### config.mk
export PLATFORM = sky130hd
export DESIGN_NAME = hart_bus_router
export DESIGN_NICKNAME = d
export VERILOG_FILES = /design/src/rtl/hart_mem_pkg.sv /design/src/rtl/hart_bus_router.sv
export SDC_FILE = /design/constraint.sdc
export NUM_CORES = 1
export LEC_CHECK = 0
export ABC_AREA = 1
export BUFFER_PORTS_ARGS = -buffer_cell sky130_fd_sc_hd__buf_2
export CAP_MARGIN = 30
export CELL_PAD_IN_SITES_DETAIL_PLACEMENT = 0
export CELL_PAD_IN_SITES_GLOBAL_PLACEMENT = 1
export CORE_AREA = 2 2 207 209
export DETAILED_ROUTE_END_ITERATION = 10
export DIE_AREA = 0 0 209 211
export GPL_TIMING_DRIVEN = 1
export HOLD_SLACK_MARGIN = 0.02
export PLACE_DENSITY = 0.58
export SLEW_MARGIN = 20
export SYNTH_ARGS = -nofsm -noshare
export SYNTH_HDL_FRONTEND = slang
export SYNTH_SLANG_ARGS = --single-unit
### constraint.sdc
create_clock -name clk -period 1.5 [get_ports clk]
set_clock_uncertainty 0.05 [all_clocks]
set_input_delay 0.075 -clock clk [delete_from_list [all_inputs] [get_ports clk]]
set_output_delay 0.075 -clock clk [all_outputs]
set_load 0.005 [all_outputs]
### src/rtl/hart_mem_pkg.sv
/* Hart memory fabric definitions: memory map, bus widths, state and
   target encodings, and the request/response structs shared by all blocks */
package hart_mem_pkg;

  // ============================================================
  //  Widths
  // ============================================================
  localparam int XLEN         = 32;
  // Word address width of the program RAM
  localparam int RAM_AW       = 12;
  localparam int RAM_WORDS    = 4096;
  // Byte offset bits covered by the RAM window (16 KB)
  localparam int RAM_OFS_BITS = 14;
  // Debug module APB address width
  localparam int APB_AW       = 13;

  // ============================================================
  //  Memory map
  // ============================================================
  // Program RAM base window, 0x10000 to 0x13FFF
  localparam logic [XLEN-1:0] RAM_BASE = 32'h0001_0000;
  // Upper address bits of the 0xFFFFC000 alias of the RAM
  localparam logic [XLEN-RAM_OFS_BITS-1:0] RAM_ALIAS_TAG = 18'h3_FFFF;
  // Debug module region, reachable in debug mode only
  localparam logic [XLEN-1:0] DBG_START = 32'h0000_0200;
  localparam logic [XLEN-1:0] DBG_END   = 32'h0000_0FFF;
  // Test result register, data port only
  localparam logic [XLEN-1:0] TOHOST_ADDR = 32'h8000_1000;

  // ============================================================
  //  Encodings
  // ============================================================
  // Decoded destination of one request
  typedef enum logic [1:0] {
    RAM,
    DEBUG,
    TOHOST,
    UNMAPPED
  } target_e;

  // APB master phases
  typedef enum logic [1:0] {
    IDLE,
    SETUP,
    ACCESS
  } apb_state_e;

  // Owner of the single RAM port in one cycle
  typedef enum logic [1:0] {
    NONE,
    DWR,
    DRD,
    IRD
  } ram_grant_e;

  // ============================================================
  //  Request and response structs
  // ============================================================
  // Instruction fetch, held until done
  typedef struct packed {
    logic            valid;
    logic [XLEN-1:0] addr;
  } imem_req_t;

  // Data load or store, held until done
  typedef struct packed {
    logic            valid;
    logic            write;
    logic [XLEN-1:0] addr;
    logic [XLEN-1:0] wdata;
  } dmem_req_t;

  // Completion strobe with error flag and read data
  typedef struct packed {
    logic            done;
    logic            err;
    logic [XLEN-1:0] rdata;
  } mem_rsp_t;

  typedef struct packed {
    logic              psel;
    logic              penable;
    logic              pwrite;
    logic [APB_AW-1:0] paddr;
    logic [XLEN-1:0]   pwdata;
  } apb_req_t;

  typedef struct packed {
    logic            pready;
    logic            pslverr;
    logic [XLEN-1:0] prdata;
  } apb_rsp_t;

endpackage
### src/rtl/hart_bus_router.sv
/* Address decoder and response merger for the hart instruction and data
   ports; also answers tohost and unmapped accesses and holds tohost */
`timescale 1ns/100ps

module hart_bus_router (
  input  logic                     clk,
  input  logic                     reset_n,
  input  hart_mem_pkg::imem_req_t  i_imem,
  input  hart_mem_pkg::dmem_req_t  i_dmem,
  input  logic                     i_debug_mode,
  input  hart_mem_pkg::mem_rsp_t   i_ram_irsp,
  input  hart_mem_pkg::mem_rsp_t   i_ram_drsp,
  input  hart_mem_pkg::mem_rsp_t   i_dbg_irsp,
  input  hart_mem_pkg::mem_rsp_t   i_dbg_drsp,
  output hart_mem_pkg::imem_req_t  o_ram_ireq,
  output hart_mem_pkg::dmem_req_t  o_ram_dreq,
  output hart_mem_pkg::imem_req_t  o_dbg_ireq,
  output hart_mem_pkg::dmem_req_t  o_dbg_dreq,
  output hart_mem_pkg::mem_rsp_t   o_imem_rsp,
  output hart_mem_pkg::mem_rsp_t   o_dmem_rsp,
  output logic [31:0]              o_tohost
);
  import hart_mem_pkg::*;

  // Decoded targets of the two ports
  target_e         itgt;
  target_e         dtgt;
  // One-cycle local responders
  logic            iloc_start;
  logic            iloc_done_q;
  logic            dloc_start;
  logic            dloc_done_q;
  logic            dloc_err_q;
  logic [XLEN-1:0] dloc_rdata_q;
  logic [XLEN-1:0] tohost_q;

  // Debug region first, then RAM window or alias, then tohost
  function automatic target_e decode_addr(input logic [XLEN-1:0] addr,
                                          input logic            dbg_mode,
                                          input logic            data_port);
    target_e tgt;
    tgt = UNMAPPED;
    if (dbg_mode && (addr >= DBG_START) && (addr <= DBG_END))
      tgt = DEBUG;
    else if ((addr[XLEN-1:RAM_OFS_BITS] == RAM_BASE[XLEN-1:RAM_OFS_BITS]) ||
             (addr[XLEN-1:RAM_OFS_BITS] == RAM_ALIAS_TAG))
      tgt = RAM;
    else if (data_port && (addr == TOHOST_ADDR))
      tgt = TOHOST;
    return tgt;
  endfunction

  assign itgt = decode_addr(i_imem.addr, i_debug_mode, 1'b0);
  assign dtgt = decode_addr(i_dmem.addr, i_debug_mode, 1'b1);

  // ============================================================
  //  Request steering
  // ============================================================
  // Payload goes everywhere, valid only to the selected target
  always_comb
  begin
    o_ram_ireq       = i_imem;
    o_ram_ireq.valid = i_imem.valid && (itgt == RAM);
    o_dbg_ireq       = i_imem;
    o_dbg_ireq.valid = i_imem.valid && (itgt == DEBUG);
    o_ram_dreq       = i_dmem;
    o_ram_dreq.valid = i_dmem.valid && (dtgt == RAM);
    o_dbg_dreq       = i_dmem;
    o_dbg_dreq.valid = i_dmem.valid && (dtgt == DEBUG);
  end

  // ============================================================
  //  Tohost and unmapped responders
  // ============================================================
  // Blocked during the done cycle, the request is still held there
  assign iloc_start = i_imem.valid && (itgt == UNMAPPED) && !iloc_done_q;
  assign dloc_start = i_dmem.valid && ((dtgt == TOHOST) || (dtgt == UNMAPPED)) &&
                      !dloc_done_q;

  always_ff @(posedge clk or negedge reset_n)
  begin
    if (!reset_n)
    begin
      iloc_done_q <= 1'b0;
      dloc_done_q <= 1'b0;
      dloc_err_q  <= 1'b0;
      tohost_q    <= '0;
    end
    else
    begin
      iloc_done_q <= iloc_start;
      dloc_done_q <= dloc_start;
      dloc_err_q  <= dloc_start && (dtgt == UNMAPPED);
      // Test program result lands at the request edge
      if (dloc_start && (dtgt == TOHOST) && i_dmem.write)
        tohost_q <= i_dmem.wdata;
    end
  end

  // Read data: tohost value, zero for unmapped
  always_ff @(posedge clk)
  begin
    if (dloc_start)
      dloc_rdata_q <= (dtgt == TOHOST) ? tohost_q : '0;
  end

  assign o_tohost = tohost_q;

  // ============================================================
  //  Response merge
  // ============================================================
  always_comb
  begin
    case (itgt)
      // RAM never reports an error
      RAM:     o_imem_rsp = '{done: i_ram_irsp.done, err: 1'b0, rdata: i_ram_irsp.rdata};
      DEBUG:   o_imem_rsp = i_dbg_irsp;
      default: o_imem_rsp = '{done: iloc_done_q, err: iloc_done_q, rdata: '0};
    endcase

    case (dtgt)
      RAM:     o_dmem_rsp = '{done: i_ram_drsp.done, err: 1'b0, rdata: i_ram_drsp.rdata};
      DEBUG:   o_dmem_rsp = i_dbg_drsp;
      default: o_dmem_rsp = '{done: dloc_done_q, err: dloc_err_q, rdata: dloc_rdata_q};
    endcase
  end

endmodule

; After elaboration in Yosys (flattened, before gate mapping)
; Index checks and enable logic that the tools add are counted.
[word_totals]
ff_bits = 67
latch_bits = 0
ram_bits = 0
mem_bits_ro = 0
out_inout_bits = 298
word_cells = 48
n_memories = 0
[op_classes]
addsub = 0
n_mul = 0
n_div = 0
n_lt_le_gt_ge = 4
eq_ne = 10
shifts = 0
muxes = 7
n_bitwise = 0
n_reduce_logical = 22
[op_table]
columns = cell, count
row1 = 34-bit case mux with 2 select lines, 2
row2 = 32-bit by 10-bit >= comparator with 1-bit output (second input constant), 2
row3 = 32-bit by 12-bit less-or-equal comparator with 1-bit output (second input constant), 2
row4 = 18-bit == test (second input constant), 2
row5 = 18-bit by 3-bit == test with 1-bit output (second input constant), 2
row6 = 32-bit == test (second input constant), 1
row7 = 1-bit logical AND, 15
row8 = 2-bit two-way mux, 4
row9 = 2-bit == test (second input constant), 3
row10 = 2-bit by 1-bit == test with 1-bit output (second input constant), 2
row11 = 2-bit zero test, 2
row12 = 1-bit logical OR, 3
row13 = 1-bit zero test, 2
row14 = 1-bit two-way mux, 1

; Logic depth before layout (Yosys ltp)
[depth]
depth_word = 10
mapped_depth = 10
mapped_depth_nobuf = 9

; Least setup slack after synthesis
; No wires, ideal clock.
[synth_timing]
path_type = in2reg
startpoint = in i_dmem[57] (netlist bit)
endpoint = reg dloc_rdata_q[0] (enable)
setup_ps = 387
arrival_ps = 1353
t_required_ps = 1063
setup_slack_ps = -291
stages = 8
path_cell_list = nor2_1 > nand2_1 > nor2_4 > inv_1 > nor2_1 > nor2_2 > nand3_1 > inv_1
[synth_between]
elab_chain_len = 8
elab_cells_between_ends = 16
classes_between = order compare (2) / eq/ne (5) / mux (3) / reduce/logical (6)
[synth_lines]
columns = item, line
row1 = start: declaration, hart_bus_router.sv:9  ; input hart_mem_pkg::dmem_req_t i_dmem,
row2 = 32-bit by 10-bit >= comparator with 1-bit output (tied with other cells), hart_bus_router.sv:43  ; if (dbg_mode && (addr >= DBG_START) && (addr <= DBG_END))
row3 = 1-bit logical AND (tied with other cells), hart_bus_router.sv:43
row4 = 1-bit logical AND or 2-bit two-way mux (tied branches), "hart_bus_router.sv:43, hart_bus_router.sv:45"
row5 = 2-bit two-way mux (*), hart_bus_router.sv:43
row6 = 2-bit == test, hart_bus_router.sv:77  ; assign dloc_start = i_dmem.valid && ((dtgt == TOHOST) || (dtgt == UNMAPPED)) &&
row7 = 1-bit logical OR (*), hart_bus_router.sv:77
row8 = 1-bit logical AND (*) (2 in series), hart_bus_router.sv:77
row9 = via dloc_start, hart_bus_router.sv:31  ; logic dloc_start;
row10 = end signal: assignment, hart_bus_router.sv:104  ; dloc_rdata_q <= (dtgt == TOHOST) ? tohost_q : '0;
row11 = end: declaration, hart_bus_router.sv:34  ; logic [XLEN-1:0] dloc_rdata_q;
; The timed path passes the listed nets; every way through them passes the cells marked *.
; A chain may end at the register's enable or synchronous reset.

==> impl_metrics.tcl <==
set metrics [dict create \
    dieArea_sq_um 44100 \
    ys_seq_area_share_pct 32.1 \
    synth_area_leaders "buf_4, edfxtp_1, dfrtp_1" \
    cts_max_path_buffers 2 \
    power_frac_seq_pct 37.0 \
    status "complete, but fails checks" \
    gp_congestion 0.773 \
    io_pins 536 \
    place_ws_ns -0.303 \
    synthesis.nets 1051 \
    pwr-share-comb_pct 22.6 \
    synthCells 813 \
    drtIter0Drc 265 \
    yosys_warnings 0 \
    critical_path.max_fanout 9 \
    final.min_clock_period_ns 1.53 \
    die_h_microns 211 \
    placed_cell_area_sq_um 8140 \
    grt_pass1_wl_microns 41000 \
    synth_top_area_share_pct 25.8 \
    r2r_cells 6 \
    cts.htree.levels 3 \
    routed_wl_microns 30400 \
    yosysTopAreaCell "buf_4" \
    core_sq_um 41800 \
    start_util_pct 13.7 \
    fin_cells 1787 \
    fin_crit_sh_pct 102 \
    track_usage_pct 12.7 \
    path_class "in -> out" \
    cts_tree "built" \
    violations "negative setup slack" \
    insertion_delay_ns 0.34 \
    drv_cap 0 \
    drive_above_1_share_pct 62.2 \
    dpl.cell_count 1713 \
    setup_violations 8 \
    layout_commonest_cell "buf_2" \
    power_switching_w 0.00146 \
    mostFrequentLayoutCells "buf_2, nand2_1, buf_4" \
    cp-start-kind "input port" \
    wl_per_cell_microns 17.0 \
    worstHoldPathType "in -> reg" \
    final_max_slew_viol_count 0 \
    syn_area_per_cell_sq_um 7.04 \
    worstMarginPinSlew_ns 0.454 \
    hold_viol 0 \
    viasPerCell 3.78 \
    clock-root-buffer "clkbuf_16" \
    arrival_ns 1.41 \
    ys_ff_latch 67 \
    slew_headroom_pct 69.7 \
    first_global_vias 6413 \
    rsz0062_at_grt "yes" \
    netlist_area_sq_um 5720 \
    p_per_area_nw_per_um2 537 \
    syn_to_final_growth_pct 75.5 \
    dp_hpwl_microns 24700 \
    die_width_microns 209 \
    cts.sinks 67 \
    clk_pin_slew_ns 0.06 \
    core.rowCount 75 \
    fmax_mhz 652 \
    vdd_drop_max_uv 503 \
    power.leakage_nw 5.25 \
    internal_power_w 0.00393 \
    fin_area_sq_um 10000 \
    antenna_cells 0 \
    antenna_found_initial 0 \
    required_ns 1.37 \
    cts_buffers 9 \
    synth_cell_types 26 \
    num-nets-final 1481 \
    fillerInstances 4630 \
    port-buffer-count 506 \
    num_vias 6757 \
    grt_max_degree 29 \
    whs_path_depth 3 \
    drc 0 \
    firstDrtPassIters 5 \
    grt-ovfl-total 0 \
    fin_ws_ns -0.0333 \
    cp-end-kind "output pin" \
    ant_nets 0 \
    pwr-share-clk_pct 40.3 \
    swShare_pct 27.1 \
]
flip-flops by register name, summed over array words and instances, names as in the netlist:
signal,flops
dloc_rdata_q,32
o_tohost,32
dloc_done_q,1
dloc_err_q,1
iloc_done_q,1
power by group through the flow:
stage	clock (W)	combinational (W)	sequential, W
global placement	0	0.00106	0.00202
detailed placement	0	0.00106	0.00202
CTS	0.00224	0.00118	0.00200
global route	0.00231	0.00133	0.00200
finish	0.00217	0.00122	0.00200
floorplan	0	0.000560	0.00201
kinds of logic (layout without fill, tap and decap cells):
kind of cell | Yosys count | count (layout) | synth area share [%]
AND/OR/NAND/NOR | 465 | 465 | 35.7
buffers and inverters | 278 | 713 | 31.9
flip-flops | 67 | 67 | 32.1
AO/OA/AOI/OAI | 3 | 3 | 0.328
path summary, 6_finish.rpt:
kind	start	endpoint	slack [ns]
min reg2reg	o_tohost[23]	o_tohost[23]	0.44
max	i_dmem[54]	o_dmem_rsp[33]	-0.03
min	i_dmem[19]	o_tohost[19]	0.03
min in group asynchronous	reset_n	o_tohost[2]	0.18
max reg2reg	dloc_done_q	o_tohost[18]	0.10
max in group asynchronous	reset_n	o_tohost[5]	0.69
final cells by class:
type / count / area [sq um] / area share, %
tap: 539 / 674 / 6.71
clock inverter: 7 / 82.6 / 0.822
sequential: 67 / 1840 / 18.3
clock buffer: 9 / 225 / 2.24
multi-input combinational: 468 / 2750 / 27.4
timing repair buffer: 649 / 4290 / 42.7
inverter: 48 / 191 / 1.91
through the flow:
stage / total power [W] / TNS (ns) / hold WS, ns / utilization (%)
4_1_cts: 0.00541 / -0.734 / 0.0223 / 22.6
5_1_grt: 0.00564 / -5.28 / 0.0700 / 24.1
3_5_place_dp: 0.00308 / -25.36 / 0.00500 / 19.5
6_report: 0.00539 / -0.113 / 0.0306 / 24.1
2_1_floorplan: 0.00257 / -4.56 / -0.271 / -
3_3_place_gp: 0.00309 / -27.80 / 0.00519 / 19.5
metal layers:
layer | GRT usage, % | vias up | wire (microns)
li1 | - | 3278 | -
met1 | 17.0 | 3160 | 13600
met2 | 21.2 | 291 | 14700
met3 | 1.68 | 28 | 1390
met4 | 3.79 | 0 | 637
met5 | 0 | - | 0
critical path: stages:
cell     delay, ns
buf_2         0.14
nor2_4        0.08
nand2_2       0.08
inv_2         0.09
nand2_2       0.06
nor2_4        0.13
nand3_4       0.16
buf_4         0.23
nand3_2       0.13
nand3_1       0.07
buf_2         0.13
synth_stat cells:
master / number
nor2_2: 1
nor2_4: 4
dfrtp_1: 35
a21oi_1: 1
o21ai_2: 1
nand3_2: 1
clkbuf_1: 15
inv_1: 45
buf_1: 1
o21ai_1: 1
inv_2: 2
buf_6: 3
edfxtp_1: 32
nor3b_2: 1
nand2_1: 228
nand4_1: 37
nor3_1: 2
or2_2: 1
buf_4: 197
buf_2: 14
clkinv_1: 1
nand2_4: 1
nand3_1: 108
nand3b_2: 1
nand3b_1: 1
nor2_1: 79
repair_timing:
item / 4_1_cts / 5_1_grt
gates resized for setup: 105 / 121
hold buffers: 32 / 0
setup endpoints to repair: 44 / 101
cloned: 3 / 6
setup buffers: 13 / 7
pin swaps: 13 / 46
endpoints found under the hold margin: 48 / 0
(Power assumes the default switching activity.)
