**src/rtl/hart_mem_pkg.sv**
```systemverilog
/* Hart memory fabric definitions: memory map, bus widths, state and
   target encodings, and the request/response structs shared by all blocks */
package hart_mem_pkg;

  // ============================================================
  //  Widths
  // ============================================================
  localparam int XLEN         = 32;
  // Word address width of the program RAM
  localparam int RAM_AW       = 12;
  localparam int RAM_WORDS    = 4096;
  // Byte offset bits covered by the RAM window (16 KB)
  localparam int RAM_OFS_BITS = 14;
  // Debug module APB address width
  localparam int APB_AW       = 13;

  // ============================================================
  //  Memory map
  // ============================================================
  // Program RAM base window, 0x10000 to 0x13FFF
  localparam logic [XLEN-1:0] RAM_BASE = 32'h0001_0000;
  // Upper address bits of the 0xFFFFC000 alias of the RAM
  localparam logic [XLEN-RAM_OFS_BITS-1:0] RAM_ALIAS_TAG = 18'h3_FFFF;
  // Debug module region, reachable in debug mode only
  localparam logic [XLEN-1:0] DBG_START = 32'h0000_0200;
  localparam logic [XLEN-1:0] DBG_END   = 32'h0000_0FFF;
  // Test result register, data port only
  localparam logic [XLEN-1:0] TOHOST_ADDR = 32'h8000_1000;

  // ============================================================
  //  Encodings
  // ============================================================
  // Decoded destination of one request
  typedef enum logic [1:0] {
    RAM,
    DEBUG,
    TOHOST,
    UNMAPPED
  } target_e;

  // APB master phases
  typedef enum logic [1:0] {
    IDLE,
    SETUP,
    ACCESS
  } apb_state_e;

  // Owner of the single RAM port in one cycle
  typedef enum logic [1:0] {
    NONE,
    DWR,
    DRD,
    IRD
  } ram_grant_e;

  // ============================================================
  //  Request and response structs
  // ============================================================
  // Instruction fetch, held until done
  typedef struct packed {
    logic            valid;
    logic [XLEN-1:0] addr;
  } imem_req_t;

  // Data load or store, held until done
  typedef struct packed {
    logic            valid;
    logic            write;
    logic [XLEN-1:0] addr;
    logic [XLEN-1:0] wdata;
  } dmem_req_t;

  // Completion strobe with error flag and read data
  typedef struct packed {
    logic            done;
    logic            err;
    logic [XLEN-1:0] rdata;
  } mem_rsp_t;

  typedef struct packed {
    logic              psel;
    logic              penable;
    logic              pwrite;
    logic [APB_AW-1:0] paddr;
    logic [XLEN-1:0]   pwdata;
  } apb_req_t;

  typedef struct packed {
    logic            pready;
    logic            pslverr;
    logic [XLEN-1:0] prdata;
  } apb_rsp_t;

endpackage
```
**src/rtl/debug_apb_master.sv**
```systemverilog
/* APB master toward the debug module, shared by the instruction and data
   ports with the data port first; forced idle outside debug mode */
`timescale 1ns/100ps

module debug_apb_master (
  input  logic                     clk,
  input  logic                     reset_n,
  input  logic                     i_debug_mode,
  input  hart_mem_pkg::imem_req_t  i_ireq,
  input  hart_mem_pkg::dmem_req_t  i_dreq,
  input  hart_mem_pkg::apb_rsp_t   i_apb,
  output hart_mem_pkg::mem_rsp_t   o_irsp,
  output hart_mem_pkg::mem_rsp_t   o_drsp,
  output hart_mem_pkg::apb_req_t   o_apb
);
  import hart_mem_pkg::*;

  apb_state_e        state_q;
  apb_state_e        state_d;

  // Transfer owner, 1 for the data port
  logic              owner_d_q;
  logic              accept_d;
  logic              accept_i;
  // Last cycle of the access phase
  logic              xfer_done;

  // Captured transfer
  logic [APB_AW-1:0] paddr_q;
  logic              pwrite_q;
  logic [XLEN-1:0]   pwdata_q;

  // ============================================================
  //  Acceptance and FSM
  // ============================================================
  // Fetch waits while a data request is pending
  assign accept_d  = (state_q == IDLE) && i_debug_mode && i_dreq.valid;
  assign accept_i  = (state_q == IDLE) && i_debug_mode && i_ireq.valid &&
                     !i_dreq.valid;
  assign xfer_done = (state_q == ACCESS) && i_apb.pready;

  always_comb
  begin
    state_d = state_q;
    case (state_q)
      IDLE:
        if (accept_d || accept_i)
          state_d = SETUP;
      SETUP:
        state_d = ACCESS;
      ACCESS:
        // Wait states held here until pready
        if (i_apb.pready)
          state_d = IDLE;
      default:
        state_d = IDLE;
    endcase
  end

  always_ff @(posedge clk or negedge reset_n)
  begin
    if (!reset_n)
    begin
      state_q   <= IDLE;
      owner_d_q <= 1'b0;
    end
    else if (!i_debug_mode)
    begin
      // Leaving debug mode abandons any transfer
      state_q <= IDLE;
    end
    else
    begin
      state_q <= state_d;
      if (accept_d || accept_i)
        owner_d_q <= accept_d;
    end
  end

  // Address, direction and write data latched on acceptance
  always_ff @(posedge clk)
  begin
    if (accept_d)
    begin
      paddr_q  <= i_dreq.addr[APB_AW-1:0];
      pwrite_q <= i_dreq.write;
      pwdata_q <= i_dreq.wdata;
    end
    else if (accept_i)
    begin
      paddr_q  <= i_ireq.addr[APB_AW-1:0];
      pwrite_q <= 1'b0;
      pwdata_q <= '0;
    end
  end

  // ============================================================
  //  APB outputs
  // ============================================================
  // psel from SETUP on, penable in ACCESS only
  assign o_apb = '{psel:    (state_q != IDLE),
                   penable: (state_q == ACCESS),
                   pwrite:  pwrite_q,
                   paddr:   paddr_q,
                   pwdata:  pwdata_q};

  // ============================================================
  //  Port responses
  // ============================================================
  // Completion in the pready cycle, only to the owner
  assign o_drsp = '{done:  xfer_done && owner_d_q,
                    err:   xfer_done && owner_d_q && i_apb.pslverr,
                    rdata: i_apb.prdata};
  assign o_irsp = '{done:  xfer_done && !owner_d_q,
                    err:   xfer_done && !owner_d_q && i_apb.pslverr,
                    rdata: i_apb.prdata};

endmodule

```
**config.mk**
```make
export PLATFORM = sky130hd
export DESIGN_NAME = debug_apb_master
export DESIGN_NICKNAME = d
export VERILOG_FILES = /design/src/rtl/hart_mem_pkg.sv /design/src/rtl/debug_apb_master.sv
export SDC_FILE = /design/constraint.sdc
export NUM_CORES = 1
export LEC_CHECK = 0
export BUFFER_PORTS_ARGS = -buffer_cell sky130_fd_sc_hd__buf_2
export CORE_AREA = 5 5 97 117
export CTS_CLUSTER_DIAMETER = 80
export DETAILED_ROUTE_END_ITERATION = 16
export DIE_AREA = 0 0 102 122
export PLACE_DENSITY = 0.68
export SYNTH_ARGS = -nofsm -noshare
export SYNTH_HDL_FRONTEND = slang
export SYNTH_SLANG_ARGS = --single-unit
```
**constraint.sdc**
```tcl
create_clock -name clk -period 9.45 [get_ports clk]
set_input_delay 2.3625 -clock clk [delete_from_list [all_inputs] [get_ports clk]]
set_output_delay 2.3625 -clock clk [all_outputs]
set_load 0.02 [all_outputs]
```
Word-level counts from Yosys, hierarchy flattened
Index checks and enable logic that the tools add are counted.
{"block": "totals", "mem_bits_ro": 0, "latch_bits": 0, "elab_cells": 36, "mem_count": 0, "output_inout_bits": 116, "reg_bits": 49, "ram_bits": 0, "inputBits": 136}
{"block": "classes", "reduce_logical": 17, "shifts": 0, "add_sub_neg": 0, "n_lt_le_gt_ge": 0, "eq_ne": 4, "bitwise": 0, "n_mux": 10, "multipliers": 0, "div_mod_pow": 0}
{"op": "2-to-1 mux 32 bit", "count": 2}
{"op": "2-to-1 mux 13 bit", "count": 2}
{"op": "logical AND 1 bit", "count": 9}
{"op": "2-to-1 mux 2 bit", "count": 3}
{"op": "case mux 2 bit (3 select lines)", "count": 1}
{"op": "AND reduction 2 bit", "count": 2}
{"op": "nonzero test 2 bit", "count": 2}
{"op": "!= test 3 x 2 -> 1 bit (second input constant)", "count": 1}
{"op": "!= test 3 bit (second input constant)", "count": 1}
{"op": "== test 2 x 1 -> 1 bit (second input constant)", "count": 1}
{"op": "== test 2 bit (second input constant)", "count": 1}
{"op": "zero test 1 bit", "count": 2}
{"op": "zero test 2 bit", "count": 1}
{"op": "2-to-1 mux 1 bit", "count": 2}
{"op": "logical OR 1 bit", "count": 1}

Logic depth before layout (Yosys ltp)
Gate-level depths: netlist (run 1).
{"block": "depth", "depth_word": 8, "depth_mapped": 4}

Least setup slack after synthesis (run 1)
No wires, ideal clock.
{"block": "synth_timing", "path_type": "input to register", "startpoint": "in i_dreq[65] in the netlist's numbering", "endpoint": "reg paddr_q[0], enable pin", "setup_time_ns": 0.516, "required_ns": 8.934, "arrival_ns": 5.782, "path_slack_ns": 3.151, "path_stages": 2, "cell_sequence": "nor2_1 -> nor3b_1"}
{"block": "synth_between", "elab_chain_cells": 3, "word_cells_on_any_way": 4}
{"element": "start, declared", "line": "debug_apb_master.sv:10", "source": "input hart_mem_pkg::dmem_req_t i_dreq,"}
{"element": "zero test 1 bit", "line": "debug_apb_master.sv:39", "source": "!i_dreq.valid;"}
{"element": "logical AND 1 bit", "line": "debug_apb_master.sv:38", "source": "assign accept_i = (state_q == IDLE) && i_debug_mode && i_ireq.valid &&"}
{"element": "nonzero test 2 bit (no source line) (*)"}
{"element": "end signal, assigned", "line": "debug_apb_master.sv:85", "source": "paddr_q <= i_dreq.addr[APB_AW-1:0];"}
{"element": "end signal, assigned", "line": "debug_apb_master.sv:91", "source": "paddr_q <= i_ireq.addr[APB_AW-1:0];"}
{"element": "end, declared", "line": "debug_apb_master.sv:29", "source": "logic [APB_AW-1:0] paddr_q;"}
Every way passes the cells marked *; elsewhere a longest branch is shown, timed or not.
A chain may end at the register's enable or synchronous reset.

==> metrics.txt, run 1 <==
Crit Path Category=in -> out; Final Critical Period=5.49 ns; path category of the worst min-delay check=reg -> reg; number of global-route vias before repair=1476; wire length of the first global-routing pass=7880 um; layout net count=371; post-placement cell count=357; placed wire-length estimate=4420 um; leakage power of the design=1.28 nW; Layout Skew=0.00688 ns; largest stage delay on the critical path=0.33 ns; Die Wd=102 um; Via Count=1460; share of total power in combinational logic=14.2%; routed wire length per instance=15.6 um; Mapped Avg Cell Area=14.1 sq um; count of final max-slew check failures=0; Internal Dissipation=0.413 mW; initial antenna violation count=4; Worst Slack Setup Final=3.96 ns; cells after synthesis=180; warnings from Yosys=0; number of synthesized register bits=49; Post-route DRC=0; Reg2Reg Setup Slack=7.62 ns; Worst setup SP type=input pin; number of iterations in the first detailed-routing pass=2; Fmax=0.182 GHz; syn_nets=316; Worst R2R Path Depth=2; Final ANT Viol Nets=0; endpoints failing setup=0; startpoint of the lowest-slack hold path=owner_d_q; signal arrival time at the worst endpoint=3.13 ns; CTS tree=yes; Clock Tree Root=sky130_fd_sc_hd__clkbuf_16; all-layer global routing usage=8.43%; total die area=12400 sq um; number of placed I/O pins=252; RSZ-0062 raised after global routing=no; aggregate negative setup slack=0 ns; post-cts sizing count=0; end of the worst hold path=owner_d_q; drt total wl=5680 um; ratio of routed vias to standard cells=4.00; clock buffer count from CTS=5; pin count of the biggest net entering global routing=48; Max rail drop VDD=62.1 uV; library cell contributing the largest single delay on the critical path=sky130_fd_sc_hd__nor4bb_1; area of the mapped netlist=2530 sq um; Slew @ Worst Pin=0.610 ns; core region area=10200 sq um; number of buffers inserted to repair setup after CTS=0; power share of the sequential group=49.2%; final standard cell count with taps included and fillers excluded=365; critical register-to-register path startpoint=state_q[1]; maximum buffer depth of the clock tree=2; power density of the placed cells=183 nW/um^2; DIE HEIGHT=122 um; most frequent CP cell=sky130_fd_sc_hd__buf_2; Hold Path Cell Cnt=1; share of total power in the clock network=36.7%; normalized max-slew margin=59.4%; DRC violation total after the first TritonRoute iteration=27; type of destination of the critical path=output pin; port bufs=117; list of cells traversed by the critical path=buf_2 -> nor4bb_1 -> and2_1 -> buf_2; Initial Utilization=24.8%; worst path required time=7.09 ns; depth of the CTS H-tree=2; count of endpoints failing hold in the final timing report=0; clk_lat worst skew=0.28 ns; number of max-cap violations=0; worst hold slack=0.546 ns; Seq/Total Area, Yosys=57.6%; status=complete, no violations; Place WS=3.95 ns; count of unique library cells instantiated by Yosys=18; end of the worst register-to-register path=paddr_q[6]; switching share of total power=22.4%; Tcrit/Tclk final=58.1%; area added between synthesis and finish=14.7%; Num Clock Sinks=49; Clock Pin Slew Worst Setup and Hold Paths=0.06 ns; hold-fix buffers at CTS=0; Diodes inserted=0; placer's final routability congestion estimate=0.734; switching pwr=0.119 mW; global route overflow=0; share of post-route cells with drive strength above 1=59.3%; row count=41; critical path peak fanout=4
==> routing by layer <==
metal | global-route usage (%) | part of all wire [%] | wire (um)
met1 | 6.90 | 28 | 1590
met2 | 14.5 | 49 | 2760
met3 | 4.24 | 15 | 866
met4 | 7.38 | 7.3 | 414
met5 | 0 | 0.85 | 48
==> worst max-delay path: cells and delay by family <==
kind,cells,cell delay [ns]
buf+inv,2,0.26
simple gates,2,0.51
==> cells by family (layout without fill, tap and decap cells) <==
kind of cell	Yosys count	count (layout)	share of synthesized area (%)
AOI/OAI and AO/OA	2	2	0.594
buffers and inverters	70	126	21.9
DFF	49	49	57.6
muxes	13	13	7.72
and+or+nand+nor	46	46	12.3
==> cell usage after synthesis (all sizes together) <==
cell type	count	area [sq um]
a21o	1	7.51
or2	1	6.26
and2	34	213
nor3b	3	22.5
nand4bb	1	11.3
o21a	1	7.51
and4	1	8.76
edfxtp	46	1380
and3	1	6.26
buf	70	553
nor2b	2	12.5
dfrtp	3	75.1
and4bb	1	16.3
nor4bb	1	10.0
mux2	13	195
nor2	1	3.75
==> how the worst max path moves through the flow <==
| stage | start | slack [ns] | depth (start not counted) | end |
|---|---|---|---|---|
| floorplan | i_dreq[65] | 3.15 | 2 | paddr_q[0] |
| finish | i_apb[33] | 3.96 | 4 | o_irsp[32] |
| global route | i_apb[33] | 3.82 | 4 | o_irsp[32] |
| detailed placement | i_apb[33] | 3.95 | 4 | o_irsp[32] |
| CTS | i_apb[33] | 3.95 | 4 | o_irsp[32] |
| global placement | i_apb[33] | 3.99 | 4 | o_irsp[32] |
==> cell usage in the layout, fill, tap and decap left out <==
master	Yosys	routed
sky130_fd_sc_hd__dfrtp_1	3	3
sky130_fd_sc_hd__or2_1	1	1
sky130_fd_sc_hd__and2_1	34	34
sky130_fd_sc_hd__nor3b_2	0	1
sky130_fd_sc_hd__clkbuf_16	0	5
sky130_fd_sc_hd__nor3b_1	3	2
sky130_fd_sc_hd__nor4bb_1	1	1
sky130_fd_sc_hd__and3_1	1	1
sky130_fd_sc_hd__edfxtp_1	46	46
sky130_fd_sc_hd__o21a_1	1	1
sky130_fd_sc_hd__and4_1	1	1
sky130_fd_sc_hd__nand4bb_1	1	1
sky130_fd_sc_hd__clkinv_1	0	1
sky130_fd_sc_hd__buf_2	0	117
sky130_fd_sc_hd__buf_4	65	1
sky130_fd_sc_hd__clkinvlp_4	0	1
sky130_fd_sc_hd__mux2_4	13	13
sky130_fd_sc_hd__and4bb_4	1	1
sky130_fd_sc_hd__bufinv_16	0	1
sky130_fd_sc_hd__a21o_1	1	1
sky130_fd_sc_hd__nor2b_1	2	2
sky130_fd_sc_hd__nor2_1	1	1
==> state kept, by name, indices dropped and copies added (netlist names) <==
signal     flops
pwrite_q       1
paddr_q       13
state_q        2
owner_d_q      1
pwdata_q      32
==> metrics by stage <==
step / instance area (sq um) / util, % / power [mW]
6_report: 2900 / 28.4 / 0.532
5_1_grt: 2900 / 28.4 / 0.554
4_1_cts: 2900 / 28.4 / 0.542
3_5_place_dp: 2740 / 26.8 / 0.344
3_3_place_gp: 2740 / 26.8 / 0.341
2_1_floorplan: 2530 / - / 0.354
==> final cells by class <==
type / instances / area [sq um]
clock buffer: 5 / 125
clock inverter: 3 / 41.3
fill: 1063 / 7310
multi-input combinational: 61 / 526
sequential: 49 / 1460
tap: 129 / 161
timing repair buffer: 118 / 593
==> power by group through the flow <==
stage	combinational, mW	clock [mW]	sequential [mW]
global placement	0.0753	0	0.266
finish	0.0754	0.195	0.262
floorplan	0.0699	0	0.284
global route	0.0815	0.210	0.263
detailed placement	0.0772	0	0.266
CTS	0.0776	0.203	0.262
Note: power is estimated with default switching activity, not from simulation.
==> inputs of run 2 (changes only) <==
Clock period 9.45 ns to 5.21 ns, I/O delays scaled along.
==> metrics.txt, run 2 (same netlist as run 1, synthesis figures left out) <==
core region area=10200 sq um (unchanged); crit path launch=i_apb[33]; number of iterations in the first detailed-routing pass=3 (+1); Num Clock Sinks=49 (unchanged); Worst R2R Path Depth=3 (+1); number of placed I/O pins=252 (unchanged); Final Critical Period=3.36 ns; RSZ-0062 raised after global routing=no; worst path required time=3.91 ns (-3.18 ns); routed wire length per instance=15.5 um (-0.53%); area added between synthesis and finish=14.1%; power density of the placed cells=321 nW/um^2 (+75%); Final Util=28.3% (-0.16 points); wire length of the first global-routing pass=7980 um (+1.3%); Fmax=0.298 GHz; row count=41 (unchanged); type of destination of the critical path=output pin; placed wire-length estimate=4470 um (+0.97%); Final ANT Viol Nets=0 (unchanged); most common cell after layout, fill and taps aside=sky130_fd_sc_hd__buf_2; clock buffer count from CTS=5 (unchanged); routed wl met3=805 um (-7.0%); share of post-route cells with drive strength above 1=59.3% (unchanged); post-placement cell count=357 (unchanged); hold-fix buffers at CTS=0 (unchanged); total die area=12400 sq um (unchanged); Clock Pin Slew Worst Setup and Hold Paths=0.07 ns (about the same); buffers plus inverters on the worst setup path=2 (unchanged); critical path peak fanout=4 (unchanged); Crit Path Category=in -> out; Met1 Wirelength=1870 um (+18%); CTS tree=yes; maximum buffer depth of the clock tree=2 (unchanged); register name with the most flops=pwdata_q; end of the worst register-to-register path=pwdata_q[12]; most used cells in the layout excluding fill and tap cells=sky130_fd_sc_hd__buf_2 (117), sky130_fd_sc_hd__edfxtp_1 (46), sky130_fd_sc_hd__and2_1 (34); port bufs=117 (unchanged); status=complete, no violations; Tcrit/Tclk final=64.5%; clk_lat worst skew=0.28 ns (about the same); number of buffers inserted to repair setup after CTS=0 (unchanged); leakage power of the design=1.27 nW (-1.0%); DIE HEIGHT=122 um (unchanged); path category of the worst min-delay check=reg -> reg; Initial Utilization=24.8% (unchanged); most frequent CP cell=sky130_fd_sc_hd__buf_2; pin count of the biggest net entering global routing=48 (unchanged); max reg flops=32 (unchanged); normalized max-slew margin=57.2% (-2.2 points); layout net count=371 (unchanged); all-layer global routing usage=8.57% (+0.14 points); Worst setup SP type=input pin; aggregate negative setup slack=0 ns (unchanged); Highest Signal Layer=met4; Diodes inserted=0 (unchanged); capture point of the worst path=o_irsp[32]; Die Wd=102 um (unchanged); final standard cell count with taps included and fillers excluded=365 (unchanged); depth of the CTS H-tree=2 (unchanged); count of endpoints failing hold in the final timing report=0 (unchanged); largest stage delay on the critical path=0.33 ns (about the same); Slew @ Worst Pin=0.642 ns (+0.0319 ns); Reg2Reg Setup Slack=3.01 ns (-4.61 ns); endpoints failing setup=0 (unchanged); DRC violation total after the first TritonRoute iteration=36 (+33%); routed wire length on met2=2610 um (-5.3%); list of cells traversed by the critical path=buf_2 -> nor4bb_1 -> and2_1 -> buf_2; count of final max-slew check failures=0 (unchanged); library cell contributing the largest single delay on the critical path=sky130_fd_sc_hd__nor4bb_1; signal arrival time at the worst endpoint=2.06 ns (-1.07 ns); biggest registers after layout=pwdata_q: 32 flops, paddr_q: 13 flops, state_q: 2 flops; Clock Tree Root=sky130_fd_sc_hd__clkbuf_16; ratio of routed vias to standard cells=3.89 (-2.7%); Via Count=1420 (-2.7%); Worst Slack Setup Final=1.85 ns (-2.11 ns); critical register-to-register path startpoint=state_q[0]; Post-route DRC=0 (unchanged); Layout Skew=0.00643 ns (-0.000446 ns); global route overflow=0 (unchanged); Worst path depth=4 (unchanged); initial antenna violation count=0 (-4); number of max-cap violations=0 (unchanged); drt total wl=5650 um (-0.53%); Max rail drop VDD=103 uV (+66%); Place WS=1.84 ns (-2.11 ns); placer's final routability congestion estimate=0.746 (+1.5%); number of global-route vias before repair=1473 (-0.20%); post-cts sizing count=0 (unchanged); worst hold slack=0.525 ns (-0.0212 ns); category of cells accounting for the largest share of critical-path delay=simple AND/OR/NAND/NOR gates
run 2: cell count changes in the layout (fill, tap and decap cells not counted):
cell and change:
sky130_fd_sc_hd__bufinv_16 -1, sky130_fd_sc_hd__nor3b_4 +1, sky130_fd_sc_hd__clkinvlp_4 +1, sky130_fd_sc_hd__nor3b_2 -1
sky130_fd_sc_hd__clkbuf_1 +1, sky130_fd_sc_hd__clkinv_1 -1
run 2: worst min-delay path by stage:
stage,startpoint,depth (start not counted),end
after floorplan,owner_d_q,1,owner_d_q
after global placement,owner_d_q,1,owner_d_q
after detailed placement,owner_d_q,1,owner_d_q
after CTS,owner_d_q,1,owner_d_q
after global routing,owner_d_q,1,owner_d_q
final,owner_d_q,1,owner_d_q
run 2: area by class of cell:
class / instances / area [sq um]
clock buffer: 6 / 129
timing repair buffer: 118 / 593
clock inverter: 2 / 15.0
multi-input combinational: 61 / 532
sequential: 49 / 1460
tap: 129 / 161
fill: 1063 / 7320
run 2: report_power, final:
part | switching [mW] | internal [mW]
sequential | 0.00854 | 0.465
clock | 0.137 | 0.178
combinational | 0.0787 | 0.0598
total | 0.224 | 0.703
run 2: per-layer routing:
metal  vias up  GRT usage (%)
met5         -              0
met2       109           14.1
met4         0           6.56
met1       608           8.38
li1        656              -
met3        47           3.55
run 2: metrics by stage:
stage | total power [mW] | cell area (sq um)
final | 0.927 | 2890
after global routing | 0.970 | 2890
after CTS | 0.951 | 2890
after detailed placement | 0.625 | 2740
after global placement | 0.621 | 2740
after floorplan | 0.642 | 2530
run 2: worst reg2reg max path, stage by stage, from the launching register on:
cell and delay, ns:
sky130_fd_sc_hd__dfrtp_1 0.44, sky130_fd_sc_hd__or2_1 0.30, sky130_fd_sc_hd__nor3b_4 0.56, sky130_fd_sc_hd__buf_4 0.52
